`src/source/dbg_pkg.sv`:
```
`default_nettype none

package dbg_pkg;

  ////////////////////
  // Data register layout
  localparam int DR_WIDTH    = 53;  // Full JTAG data register
  localparam int DR_MSB      = 52;  // Command flag, also the write start bit
  localparam int OP_LSB      = 48;  // Opcode sits in [51:48]
  localparam int ADDR_LSB    = 16;  // Start address sits in [47:16]
  localparam int COUNT_WIDTH = 16;  // Word count sits in [15:0]

  ////////////////////
  // Bus and CRC
  localparam int BUS_WIDTH = 32;
  localparam int CRC_WIDTH = 32;
  localparam logic [CRC_WIDTH-1:0] CRC_INIT = '1;            // All ones
  localparam logic [CRC_WIDTH-1:0] CRC_POLY = 32'hEDB8_8320;  // Reflected Ethernet

  typedef logic [5:0]             bit_cnt_t;   // Room for 32 plus the CRC tail
  typedef logic [COUNT_WIDTH-1:0] word_cnt_t;

  // Burst opcodes, bit 2 set for reads
  typedef enum logic [3:0] {
    nop      = 4'd0,
    bwrite8  = 4'd1,
    bwrite16 = 4'd2,
    bwrite32 = 4'd3,
    bread8   = 4'd5,
    bread16  = 4'd6,
    bread32  = 4'd7
  } dbg_op_e;

  typedef enum logic [3:0] {
    idle, rd_begin, rd_ready, rd_status, rd_burst, rd_crc,
    wr_ready, wr_wait, wr_burst, wr_crc, wr_match
  } dbg_state_e;

  // What goes out on TDO
  typedef enum logic [1:0] {
    status,  // Bus ready flag
    data,    // Output shift register LSB
    match,   // Write CRC compare
    crc      // Own CRC, shifted out
  } tdo_sel_e;

endpackage

`default_nettype wire
```
`src/source/dbg_wb_module.sv`:
```
`timescale 1ns/1ps
`default_nettype none

module dbg_wb_module
  import dbg_pkg::*;
(
  // TAP side
  input  wire                  tck_i,
  input  wire                  rst_i,
  input  wire                  tdi_i,
  input  wire                  capture_dr_i,
  input  wire                  shift_dr_i,
  input  wire                  update_dr_i,
  input  wire                  module_select_i,
  input  wire [DR_WIDTH-1:0]   data_register_i,
  output logic                 module_tdo_o,
  output logic                 top_inhibit_o,
  // Bus side
  output logic [BUS_WIDTH-1:0] bus_adr_o,
  output logic [BUS_WIDTH-1:0] bus_dat_o,
  input  wire  [BUS_WIDTH-1:0] bus_dat_i,
  output logic                 bus_stb_o,
  output logic                 bus_we_o,
  output logic [3:0]           bus_sel_o,
  input  wire                  bus_ack_i
);

  logic                 burst_cmd;
  logic                 burst_rd;
  logic                 rd_op;
  bit_cnt_t             word_bits;
  logic [2:0]           word_bytes;
  logic                 op_ld;
  logic [BUS_WIDTH-1:0] bus_addr;
  logic                 bus_strobe;
  logic                 bus_rdy;
  logic [BUS_WIDTH-1:0] rd_data;
  logic [BUS_WIDTH-1:0] wr_word;
  logic                 out_ld;
  logic                 out_shift_en;
  logic                 crc_clr;
  logic                 crc_en;
  logic                 crc_in_tdi;
  logic                 crc_shift;
  tdo_sel_e             tdo_sel;

  // tdi is one bit ahead of the DR, so it completes the serial word
  assign wr_word = {tdi_i, data_register_i[DR_MSB -: BUS_WIDTH-1]};

  ////////////////////
  // Decode
  dbg_cmd_decode u_decode (
    .tck_i          (tck_i),
    .rst_i          (rst_i),
    .data_register_i(data_register_i),
    .op_ld_i        (op_ld),
    .burst_cmd_o    (burst_cmd),
    .burst_rd_o     (burst_rd),
    .rd_op_o        (rd_op),
    .word_bits_o    (word_bits),
    .word_bytes_o   (word_bytes)
  );

  ////////////////////
  // Execute
  dbg_burst_ctrl u_ctrl (
    .tck_i          (tck_i),
    .rst_i          (rst_i),
    .module_select_i(module_select_i),
    .capture_dr_i   (capture_dr_i),
    .shift_dr_i     (shift_dr_i),
    .update_dr_i    (update_dr_i),
    .data_register_i(data_register_i),
    .burst_cmd_i    (burst_cmd),
    .burst_rd_i     (burst_rd),
    .word_bits_i    (word_bits),
    .word_bytes_i   (word_bytes),
    .bus_rdy_i      (bus_rdy),
    .op_ld_o        (op_ld),
    .bus_addr_o     (bus_addr),
    .bus_strobe_o   (bus_strobe),
    .out_ld_o       (out_ld),
    .out_shift_en_o (out_shift_en),
    .crc_clr_o      (crc_clr),
    .crc_en_o       (crc_en),
    .crc_in_tdi_o   (crc_in_tdi),
    .crc_shift_o    (crc_shift),
    .tdo_sel_o      (tdo_sel),
    .top_inhibit_o  (top_inhibit_o)
  );

  dbg_bus_master u_bus (
    .tck_i       (tck_i),
    .rst_i       (rst_i),
    .strobe_i    (bus_strobe),
    .addr_i      (bus_addr),
    .wr_word_i   (wr_word),
    .rd_wrn_i    (rd_op),
    .word_bytes_i(word_bytes),
    .bus_dat_i   (bus_dat_i),
    .bus_ack_i   (bus_ack_i),
    .rd_data_o   (rd_data),
    .rdy_o       (bus_rdy),
    .bus_adr_o   (bus_adr_o),
    .bus_dat_o   (bus_dat_o),
    .bus_stb_o   (bus_stb_o),
    .bus_we_o    (bus_we_o),
    .bus_sel_o   (bus_sel_o)
  );

  ////////////////////
  // Result
  dbg_tdo_result u_result (
    .tck_i          (tck_i),
    .rst_i          (rst_i),
    .tdi_i          (tdi_i),
    .data_register_i(data_register_i),
    .rd_data_i      (rd_data),
    .bus_rdy_i      (bus_rdy),
    .out_ld_i       (out_ld),
    .out_shift_en_i (out_shift_en),
    .crc_clr_i      (crc_clr),
    .crc_en_i       (crc_en),
    .crc_in_tdi_i   (crc_in_tdi),
    .crc_shift_i    (crc_shift),
    .tdo_sel_i      (tdo_sel),
    .module_tdo_o   (module_tdo_o)
  );

endmodule

`default_nettype wire

```
`src/source/dbg_tdo_result.sv`:
```
`timescale 1ns/1ps
`default_nettype none

module dbg_tdo_result
  import dbg_pkg::*;
(
  input  wire                 tck_i,
  input  wire                 rst_i,
  input  wire                 tdi_i,
  input  wire [DR_WIDTH-1:0]  data_register_i,
  input  wire [BUS_WIDTH-1:0] rd_data_i,
  input  wire                 bus_rdy_i,
  input  wire                 out_ld_i,
  input  wire                 out_shift_en_i,
  input  wire                 crc_clr_i,
  input  wire                 crc_en_i,
  input  wire                 crc_in_tdi_i,
  input  wire                 crc_shift_i,
  input  wire tdo_sel_e       tdo_sel_i,
  output logic                module_tdo_o
);

  logic [BUS_WIDTH-1:0] out_q;      // Read word on its way out
  logic                 crc_din;
  logic [CRC_WIDTH-1:0] crc_val;
  logic                 crc_ser;
  logic                 crc_match;  // Received CRC equals ours

  always_ff @(posedge tck_i or posedge rst_i) begin
    if (rst_i) begin
      out_q <= '0;
    end else if (out_ld_i) begin
      out_q <= rd_data_i;  // Load wins over shift on the last bit
    end else if (out_shift_en_i) begin
      out_q <= out_q >> 1;
    end
  end

  assign crc_din = crc_in_tdi_i ? tdi_i : out_q[0];  // Write data or outgoing read data

  dbg_crc32 u_crc (
    .tck_i   (tck_i),
    .rst_i   (rst_i),
    .data_i  (crc_din),
    .enable_i(crc_en_i),
    .shift_i (crc_shift_i),
    .clr_i   (crc_clr_i),
    .crc_o   (crc_val),
    .serial_o(crc_ser)
  );

  // Host CRC arrives LSB first, so it ends up in the top DR bits
  assign crc_match = (data_register_i[DR_MSB -: CRC_WIDTH] == crc_val);

  ////////////////////
  // TDO source
  always_comb begin
    case (tdo_sel_i)
      status:  module_tdo_o = bus_rdy_i;
      data:    module_tdo_o = out_q[0];
      match:   module_tdo_o = crc_match;
      default: module_tdo_o = crc_ser;
    endcase
  end

endmodule

`default_nettype wire

```
`src/source/dbg_crc32.sv`:
```
`timescale 1ns/1ps
`default_nettype none

module dbg_crc32
  import dbg_pkg::*;
(
  input  wire                  tck_i,
  input  wire                  rst_i,
  input  wire                  data_i,
  input  wire                  enable_i,  // Fold data_i in
  input  wire                  shift_i,   // Shift the result out
  input  wire                  clr_i,
  output logic [CRC_WIDTH-1:0] crc_o,
  output logic                 serial_o
);

  logic fb;  // Feedback bit

  assign fb       = crc_o[0] ^ data_i;
  assign serial_o = crc_o[0];  // LSB first

  always_ff @(posedge tck_i or posedge rst_i) begin
    if (rst_i) begin
      crc_o <= CRC_INIT;
    end else if (clr_i) begin
      crc_o <= CRC_INIT;
    end else if (enable_i) begin
      crc_o <= (crc_o >> 1) ^ (fb ? CRC_POLY : '0);  // No final inversion
    end else if (shift_i) begin
      crc_o <= crc_o >> 1;
    end
  end

endmodule

`default_nettype wire

```
`src/source/dbg_bus_master.sv`:
```
`timescale 1ns/1ps
`default_nettype none

module dbg_bus_master
  import dbg_pkg::*;
(
  input  wire                  tck_i,
  input  wire                  rst_i,
  input  wire                  strobe_i,      // One-cycle request
  input  wire [BUS_WIDTH-1:0]  addr_i,
  input  wire [BUS_WIDTH-1:0]  wr_word_i,     // Valid bits at the top
  input  wire                  rd_wrn_i,
  input  wire [2:0]            word_bytes_i,
  input  wire [BUS_WIDTH-1:0]  bus_dat_i,
  input  wire                  bus_ack_i,
  output logic [BUS_WIDTH-1:0] rd_data_o,     // Right aligned
  output logic                 rdy_o,
  output logic [BUS_WIDTH-1:0] bus_adr_o,
  output logic [BUS_WIDTH-1:0] bus_dat_o,
  output logic                 bus_stb_o,
  output logic                 bus_we_o,
  output logic [3:0]           bus_sel_o
);

  logic [BUS_WIDTH-1:0] wr_aligned;  // Write word moved down to bit 0
  logic [3:0]           sel_base;    // Lanes before the address offset
  logic [4:0]           lane_shift;  // Bit offset of the addressed lane
  logic [2:0]           bytes_q;     // Size of the transfer in flight
  logic [BUS_WIDTH-1:0] rd_shifted;
  logic [BUS_WIDTH-1:0] rd_word;

  assign lane_shift = {addr_i[1:0], 3'b000};
  assign rdy_o      = ~bus_stb_o;

  // Request size to lanes
  always_comb begin
    case (word_bytes_i)
      3'd1: begin
        wr_aligned = BUS_WIDTH'(wr_word_i[BUS_WIDTH-1 -: 8]);
        sel_base   = 4'b0001;
      end
      3'd2: begin
        wr_aligned = BUS_WIDTH'(wr_word_i[BUS_WIDTH-1 -: 16]);
        sel_base   = 4'b0011;
      end
      default: begin
        wr_aligned = wr_word_i;
        sel_base   = 4'b1111;
      end
    endcase
  end

  // Pull the addressed lanes down to bit 0
  assign rd_shifted = bus_dat_i >> {bus_adr_o[1:0], 3'b000};

  always_comb begin
    case (bytes_q)
      3'd1:    rd_word = BUS_WIDTH'(rd_shifted[7:0]);
      3'd2:    rd_word = BUS_WIDTH'(rd_shifted[15:0]);
      default: rd_word = rd_shifted;
    endcase
  end

  ////////////////////
  // Strobe held until ack
  always_ff @(posedge tck_i or posedge rst_i) begin
    if (rst_i) begin
      bus_stb_o <= 1'b0;
      bus_we_o  <= 1'b0;
    end else if (strobe_i) begin
      bus_stb_o <= 1'b1;
      bus_we_o  <= ~rd_wrn_i;
    end else if (bus_ack_i) begin
      bus_stb_o <= 1'b0;
    end
  end

  always_ff @(posedge tck_i) begin
    if (strobe_i) begin
      bus_adr_o <= addr_i;
      bus_dat_o <= wr_aligned << lane_shift;
      bus_sel_o <= sel_base << addr_i[1:0];
      bytes_q   <= word_bytes_i;
    end
    if (bus_stb_o && bus_ack_i && !bus_we_o) begin
      rd_data_o <= rd_word;  // Read data captured on ack
    end
  end

endmodule

`default_nettype wire

```
`src/source/dbg_burst_ctrl.sv`:
```
`timescale 1ns/1ps
`default_nettype none

module dbg_burst_ctrl
  import dbg_pkg::*;
(
  input  wire                  tck_i,
  input  wire                  rst_i,
  input  wire                  module_select_i,
  input  wire                  capture_dr_i,
  input  wire                  shift_dr_i,
  input  wire                  update_dr_i,
  input  wire [DR_WIDTH-1:0]   data_register_i,
  input  wire                  burst_cmd_i,
  input  wire                  burst_rd_i,
  input  wire bit_cnt_t        word_bits_i,
  input  wire [2:0]            word_bytes_i,
  input  wire                  bus_rdy_i,
  output logic                 op_ld_o,         // Also loads the counters
  output logic [BUS_WIDTH-1:0] bus_addr_o,      // Address of the next transfer
  output logic                 bus_strobe_o,
  output logic                 out_ld_o,
  output logic                 out_shift_en_o,
  output logic                 crc_clr_o,
  output logic                 crc_en_o,
  output logic                 crc_in_tdi_o,    // Write data into the CRC, else read data
  output logic                 crc_shift_o,
  output tdo_sel_e             tdo_sel_o,
  output logic                 top_inhibit_o
);

  dbg_state_e state_q;
  dbg_state_e state_d;
  bit_cnt_t   bit_cnt_q;   // Bits of the current word
  word_cnt_t  word_cnt_q;  // Words not yet handled
  logic       shift_en;    // Our DR is shifting this cycle
  logic       bit_clr;
  logic       bit_inc;
  logic       word_dec;
  logic       bit_last;
  logic       bit_32;
  logic       word_zero;
  logic       word_one;

  assign shift_en  = module_select_i & shift_dr_i;
  assign bit_last  = (bit_cnt_q == word_bits_i - 6'd1);  // Last bit of a word
  assign bit_32    = (bit_cnt_q == 6'd32);               // Whole write CRC is in the DR
  assign word_zero = (word_cnt_q == '0);
  assign word_one  = (word_cnt_q == word_cnt_t'(1));

  assign crc_clr_o     = op_ld_o;  // Every new burst restarts the CRC
  assign top_inhibit_o = !(state_q inside {idle, rd_begin, wr_ready});

  ////////////////////
  // State and counters
  always_ff @(posedge tck_i or posedge rst_i) begin
    if (rst_i) begin
      state_q    <= idle;
      bit_cnt_q  <= '0;
      word_cnt_q <= '0;
      bus_addr_o <= '0;
    end else begin
      state_q <= state_d;
      if (bit_clr) begin
        bit_cnt_q <= '0;
      end else if (bit_inc) begin
        bit_cnt_q <= bit_cnt_q + 6'd1;
      end
      if (op_ld_o) begin
        word_cnt_q <= data_register_i[COUNT_WIDTH-1:0];
        bus_addr_o <= data_register_i[ADDR_LSB +: BUS_WIDTH];
      end else begin
        if (word_dec) begin
          word_cnt_q <= word_cnt_q - word_cnt_t'(1);
        end
        if (bus_strobe_o) begin
          bus_addr_o <= bus_addr_o + BUS_WIDTH'(word_bytes_i);  // Step by word size
        end
      end
    end
  end

  ////////////////////
  // Next state and strobes
  always_comb begin
    state_d        = state_q;
    op_ld_o        = 1'b0;
    bit_clr        = 1'b0;
    bit_inc        = 1'b0;
    word_dec       = 1'b0;
    bus_strobe_o   = 1'b0;
    out_ld_o       = 1'b0;
    out_shift_en_o = 1'b0;
    crc_en_o       = 1'b0;
    crc_in_tdi_o   = 1'b0;
    crc_shift_o    = 1'b0;
    tdo_sel_o      = data;
    if (state_q != idle && update_dr_i) begin
      state_d = idle;  // Host closed the transfer
    end else begin
      case (state_q)
        idle: begin
          if (module_select_i && update_dr_i && burst_cmd_i) begin
            op_ld_o = 1'b1;
            bit_clr = 1'b1;
            state_d = burst_rd_i ? rd_begin : wr_ready;
          end
        end
        rd_begin: begin
          if (word_zero) begin
            state_d = idle;  // Empty burst, no bus cycle
          end else begin
            bus_strobe_o = 1'b1;  // Fetch the first word early
            state_d      = rd_ready;
          end
        end
        rd_ready: begin
          if (module_select_i && capture_dr_i) begin
            state_d = rd_status;
          end
        end
        rd_status: begin
          tdo_sel_o = status;  // Host polls for the ready bit
          if (shift_en && bus_rdy_i) begin
            out_ld_o     = 1'b1;
            bit_clr      = 1'b1;
            word_dec     = 1'b1;
            bus_strobe_o = !word_one;  // Prefetch while words remain
            state_d      = rd_burst;
          end
        end
        rd_burst: begin
          if (shift_en) begin
            out_shift_en_o = 1'b1;
            bit_inc        = 1'b1;
            crc_en_o       = 1'b1;  // CRC sees the bit leaving on TDO
            if (bit_last) begin
              bit_clr = 1'b1;
              if (word_zero) begin
                state_d = rd_crc;
              end else begin
                out_ld_o     = 1'b1;
                word_dec     = 1'b1;
                bus_strobe_o = !word_one;
              end
            end
          end
        end
        rd_crc: begin
          tdo_sel_o   = crc;
          crc_shift_o = shift_en;  // Runs until update
        end
        wr_ready: begin
          if (word_zero) begin
            state_d = idle;
          end else if (module_select_i && capture_dr_i) begin
            state_d = wr_wait;
          end
        end
        wr_wait: begin
          if (shift_en && data_register_i[DR_MSB]) begin
            bit_inc      = 1'b1;  // Start bit seen, tdi already holds bit 0
            crc_en_o     = 1'b1;
            crc_in_tdi_o = 1'b1;
            state_d      = wr_burst;
          end
        end
        wr_burst: begin
          if (shift_en) begin
            bit_inc      = 1'b1;
            crc_en_o     = 1'b1;
            crc_in_tdi_o = 1'b1;
            if (bit_last) begin
              bit_clr      = 1'b1;
              bus_strobe_o = 1'b1;  // Word complete on tdi and DR
              word_dec     = 1'b1;
              if (word_one) begin
                state_d = wr_crc;
              end
            end
          end
        end
        wr_crc: begin
          tdo_sel_o = bit_32 ? match : data;
          if (shift_en) begin
            bit_inc = 1'b1;
            if (bit_32) begin
              state_d = wr_match;
            end
          end
        end
        wr_match: tdo_sel_o = match;  // Held until update
        default: state_d = idle;
      endcase
    end
  end

endmodule

`default_nettype wire

```
`src/source/dbg_cmd_decode.sv`:
```
`timescale 1ns/1ps
`default_nettype none

module dbg_cmd_decode
  import dbg_pkg::*;
(
  input  wire                tck_i,
  input  wire                rst_i,
  input  wire [DR_WIDTH-1:0] data_register_i,
  input  wire                op_ld_i,       // Command accepted, keep its opcode
  output logic               burst_cmd_o,   // Legal burst command in the register
  output logic               burst_rd_o,    // ... and it is a read
  output logic               rd_op_o,       // Latched burst is a read
  output bit_cnt_t           word_bits_o,   // 8, 16 or 32
  output logic [2:0]         word_bytes_o   // 1, 2 or 4
);

  dbg_op_e op_in;  // Opcode field as it stands
  dbg_op_e op_q;   // Opcode of the running burst

  assign op_in = dbg_op_e'(data_register_i[OP_LSB +: 4]);

  // Bit 52 low marks a command for this module
  assign burst_cmd_o = ~data_register_i[DR_MSB] &
                       (op_in inside {bwrite8, bwrite16, bwrite32, bread8, bread16, bread32});
  assign burst_rd_o  = op_in inside {bread8, bread16, bread32};

  always_ff @(posedge tck_i or posedge rst_i) begin
    if (rst_i) begin
      op_q <= nop;
    end else if (op_ld_i) begin
      op_q <= op_in;
    end
  end

  ////////////////////
  // Size and direction of the latched burst
  always_comb begin
    word_bits_o  = 6'd8;  // Byte wide unless told otherwise
    word_bytes_o = 3'd1;
    case (op_q)
      bwrite16, bread16: begin
        word_bits_o  = 6'd16;
        word_bytes_o = 3'd2;
      end
      bwrite32, bread32: begin
        word_bits_o  = 6'd32;
        word_bytes_o = 3'd4;
      end
      default: ;
    endcase
    rd_op_o = op_q inside {bread8, bread16, bread32};
  end

endmodule

`default_nettype wire

```
`config.mk`:
```
export PLATFORM = sky130hd
export DESIGN_NAME = dbg_wb_module
export DESIGN_NICKNAME = d
export VERILOG_FILES = /design/src/source/dbg_pkg.sv /design/src/source/dbg_wb_module.sv /design/src/source/dbg_tdo_result.sv /design/src/source/dbg_crc32.sv /design/src/source/dbg_bus_master.sv /design/src/source/dbg_burst_ctrl.sv /design/src/source/dbg_cmd_decode.sv
export SDC_FILE = /design/constraint.sdc
export NUM_CORES = 1
export LEC_CHECK = 0
export ABC_AREA = 1
export BUFFER_PORTS_ARGS = -buffer_cell sky130_fd_sc_hd__clkbuf_2
export CAP_MARGIN = 15
export CORE_MARGIN = 10
export CORE_UTILIZATION = 50
export DETAILED_ROUTE_END_ITERATION = 8
export PLACE_DENSITY_LB_ADDON = 0.3
export SLEW_MARGIN = 20
export SYNTH_ARGS = -nofsm -noshare
export SYNTH_HDL_FRONTEND = slang
export SYNTH_SLANG_ARGS = --single-unit
```
`constraint.sdc`:
```
create_clock -name tck_i -period 4.8 [get_ports tck_i]
set_input_delay 0.24 -clock tck_i [delete_from_list [all_inputs] [get_ports tck_i]]
set_output_delay 0.24 -clock tck_i [all_outputs]
set_load 0.05 [all_outputs]
```
==> flow_summary_export.csv <==
group,metric,value,unit
outcome,status,"complete, no violations",
yosys,yosys.area_share.simple,28.88,%
worst_setup_path,path_common_cell,"nand2_1",
job,cap_violations,0,
timing,fmax,293.5,MHz
worst_setup_path,worstSetupStartpointType,"flip-flop",
timing,fin_skew,13.10,ps
timing,setup-tns-final,0,ps
routing,drcViolationCount,0,
yosys,synth_top_family_by_area,"simple AND/OR/NAND/NOR gates",
cells_and_area,layout-drive-gt1-share,16.06,%
worst_setup_path,slowest_delay,650,ps
clock_tree,cts_made_buffers,26,
yosys,muxShareOfSynthArea,0.6294,%
yosys,syn_inst,1597,
placement,dp_hpwl,27010,um
die,start_util,50.67,%
clock_tree,cts_resized,0,
routing,drt-pass1-iter-count,6,
placement,dp.cells,2034,
pwr,powerDensity,599.1,nW/um^2
timing,grt_setup_unrepaired,"no",
yosys,synthTopCellsByArea,"edfxtp_1 (24%), dfrtp_1 (19%), nand2_1 (15%), dfstp_2 (6.6%), nand3_1 (6.0%)",
clock_tree,cts.clk_slew.worst_paths,60,ps
yosys,synth_xor_area_share,2.478,%
die,fp.dieH,179.5,um
yosys,yosys.area.top_type,"edfxtp_1",
die,num_rows,58,
global_routing,antenna_found_initial,0,
timing,final-setup-viol-count,0,
routing,drtIter0Drc,1176,
worst_setup_path,path_max_fanout,37,
routing,routedWlPerCell,17.67,um
worst_setup_path,end_kind,"flip-flop",
hold_path,holdCritPathClass,"primary input to flip-flop",
yosys,synth_compound_area_share,10.05,%
cells_and_area,fillerInstances,2334,
timing,maxSlewHeadroom,31.92,%
clock_tree,clockRootBuffer,"clkbuf_16",
die,core,25110,sq um
clock_tree,cts_tree,"yes",
placement,place.gp.congestion,0.9331,
die,io_pins,165,
routing,vias,11550,
die,die_w,179.5,um
clock_tree,cts.sinks,231,
global_routing,grt_pass1_vias,10770,
cells_and_area,num_antenna_cells,0,
routing,vias_per_cell,5.535,
cells_and_area,final_nets,1837,
worst_setup_path,worstPathArrival,3610,ps
pwr,p_leak,6.734,nW
global_routing,grtUsageTotal,21.68,%
worst_setup_path,cp.required,5000,ps
yosys,ys_seq_area_share,49.80,%
yosys,yosys_warnings,0,
yosys,synth_area,12720,sq um
timing,final_max_slew_viol_count,0,
yosys,synth.most_common_cell,"nand2_1",
yosys,synth-edff-count,103,
clock_tree,cts_buffer_depth,3,
worst_setup_path,path_buf_inv,3,
routing,routed_wl,36860,um
worst_setup_path,crit_type,"flip-flop to flip-flop",
yosys,synth.distinct_cells,43,
timing,min_period_over_period,70.99,%
yosys,synth_common_cells,"nand2_1 (519), nand3_1 (152), inv_1 (141)",
cells_and_area,area_growth_syn_to_layout,14.20,%
yosys,synthAdderAreaFrac,0.8458,%
placement,port_buffers,164,
yosys,ys.flop_type,"edfxtp_1",
yosys,syn_nets,1698,
pwr,ir_worst_vdd,308.9,uV
global_routing,grt_max_degree,75,
global_routing,overflow,0,
routing,antenna_left,0,
die,die_area,32230,sq um
worst_setup_path,cp_slowest_cell,"inv_2",
yosys,synth_seq_cells,231,
yosys,synth_top_area_share,24.31,%
global_routing,grt_pass1_wl,58280,um
clock_tree,cts.htree.levels,1,
timing,worst_pin_slew,1020,ps
timing,period_needed,3407,ps
yosys,syn_area_per_cell,7.966,sq um
worst_setup_path,critPathTopFamily,"simple AND/OR/NAND/NOR gates",
cells_and_area,finalNonFillerCells,2086,
yosys,synthArstFlopShare,55.41,%
clock_tree,clkLatencyLatePin,530,ps
timing,hold_violations,0,
worst_setup_path,crit_chain,"inv_2, nand2_1, nor2_1, nand2_1, nand2_1, nand2_2, o21ai_4, nand2_1, nand2_1, nand2_4, inv_2, buf_4",
metrics by stage:
| stage | hold WS, ps | total power, mW | utilization [%] | instance area [sq um] | setup WS (ps) |
|---|---|---|---|---|---|
| 3_5_place_dp | 430.4 | 6.813 | 54.48 | 13680 | 1424 |
| 5_1_grt | 31.31 | 9.275 | 57.86 | 14530 | 1144 |
| 3_3_place_gp | 431.1 | 6.728 | 54.48 | 13680 | 1527 |
| 6_report | 16.53 | 8.704 | 57.86 | 14530 | 1393 |
| 2_1_floorplan | 336.4 | 5.942 | - | 12720 | 1200 |
| 4_1_cts | 8.759 | 8.698 | 57.86 | 14530 | 1402 |
state kept, by name, summed over array words and instances (netlist names), 3 cells and up:
signal                cells
u_bus.bus_adr_o          32
u_bus.bus_dat_o          32
u_bus.bus_sel_o           4
u_bus.bytes_q             3
u_bus.rd_data_o          32
u_ctrl.bit_cnt_q          6
u_ctrl.bus_addr_o        32
u_ctrl.state_q            4
u_ctrl.word_cnt_q        16
u_decode.op_q             4
u_result.out_q           32
u_result.u_crc.crc_o     32
where the power goes:
part	switching [mW]	internal, mW	total, mW
Clock	0.806	1.06	1.87
Combinational	2.32	0.991	3.31
Sequential	0.605	2.93	3.53
Total	3.73	4.98	8.70
worst paths after layout:
kind / startpoint / to / slack, ps / cells past startpoint
worst max-delay path: u_decode.op_q[3]$_DFFE_PP0P_ / u_bus.bus_dat_o[23]$_DFFE_PP_ / 1390 / 12
worst min-delay path: data_register_i[18] / u_ctrl.bus_addr_o[2]$_DFFE_PP0P_ / 20 / 5
worst max register to register: u_decode.op_q[3]$_DFFE_PP0P_ / u_bus.bus_dat_o[23]$_DFFE_PP_ / 1390 / 12
worst min register to register: u_bus.rd_data_o[22]$_SDFFCE_PP0P_ / u_result.out_q[22]$_DFFE_PP0P_ / 460 / 2
max in group asynchronous: rst_i / u_result.u_crc.crc_o[29]$_DFFE_PP1P_ / 3360 / 4
min in group asynchronous: rst_i / u_ctrl.bus_addr_o[26]$_DFFE_PP0P_ / 420 / 3
cell usage in the layout, fill, tap and decap left out, types with 3 or more instances in the layout:
cell type	n
nand2_1	519
inv_1	138
nor3_1	16
nand4_1	29
a22oi_1	28
xor2_1	19
dfstp_2	32
or2_2	4
buf_4	10
clkbuf_2	164
dlygate4sd3_1	4
nor2_2	5
ha_1	7
xnor2_1	17
o22ai_1	18
nor2_4	4
o21ai_0	114
clkbuf_16	27
nand2_2	7
clkinv_1	7
a31oi_1	10
o211ai_1	5
a21oi_1	22
nand3b_1	6
o21ai_1	17
clkinvlp_4	4
inv_2	7
nand3_1	152
edfxtp_1	103
dfrtp_1	96
nand2_4	3
nor2_1	128
clkinv_2	4
clkbuf_1	4
mux2i_1	8
tightest hold or removal path, delay by kind of cell:
kind	cells	cell delay, ps
buffers and inverters	1	70
AND/OR/NAND/NOR	3	140
AO/OA/AOI/OAI	1	60
cell type report:
| cell class | instances | area [sq um] | share of cell area [%] |
|---|---|---|---|
| Sequential cell | 231 | 6336 | 43.61 |
| Tap cell | 330 | 412.9 | 2.842 |
| Inverter | 150 | 568.0 | 3.910 |
| Timing Repair Buffer | 178 | 935.9 | 6.442 |
| Clock inverter | 15 | 91.34 | 0.6287 |
| Multi-Input combinational cell | 1149 | 5466 | 37.62 |
| Clock buffer | 33 | 718.2 | 4.943 |
layer usage:
layer | vias up | part of all wire (%) | track usage (%) | routed length, um
met3 | 53 | 9.1 | 4.297 | 3343
met5 | - | 0 | 0 | 0
met2 | 505 | 44 | 32.65 | 16220
met1 | 5428 | 45 | 31.34 | 16590
met4 | 0 | 1.9 | 5.293 | 703
li1 | 5559 | - | - | -
cells by family (layout without fill, tap and decap cells):
group	count (synthesis)	count (layout)
and+or+nand+nor	874	874
DFF	231	231
xor gates and xnor gates	36	36
AOI/OAI and AO/OA	223	223
adders and majority gates	8	8
buffers and inverters	217	376
muxes	8	8
what timing repair did:
action / CTS / global route
buffers inserted: 0 / 0
endpoints found under the hold margin: 52 / 0
hold buffers: 4 / 0
endpoints found under the setup margin: 0 / 0
(Power assumes the default switching activity.)
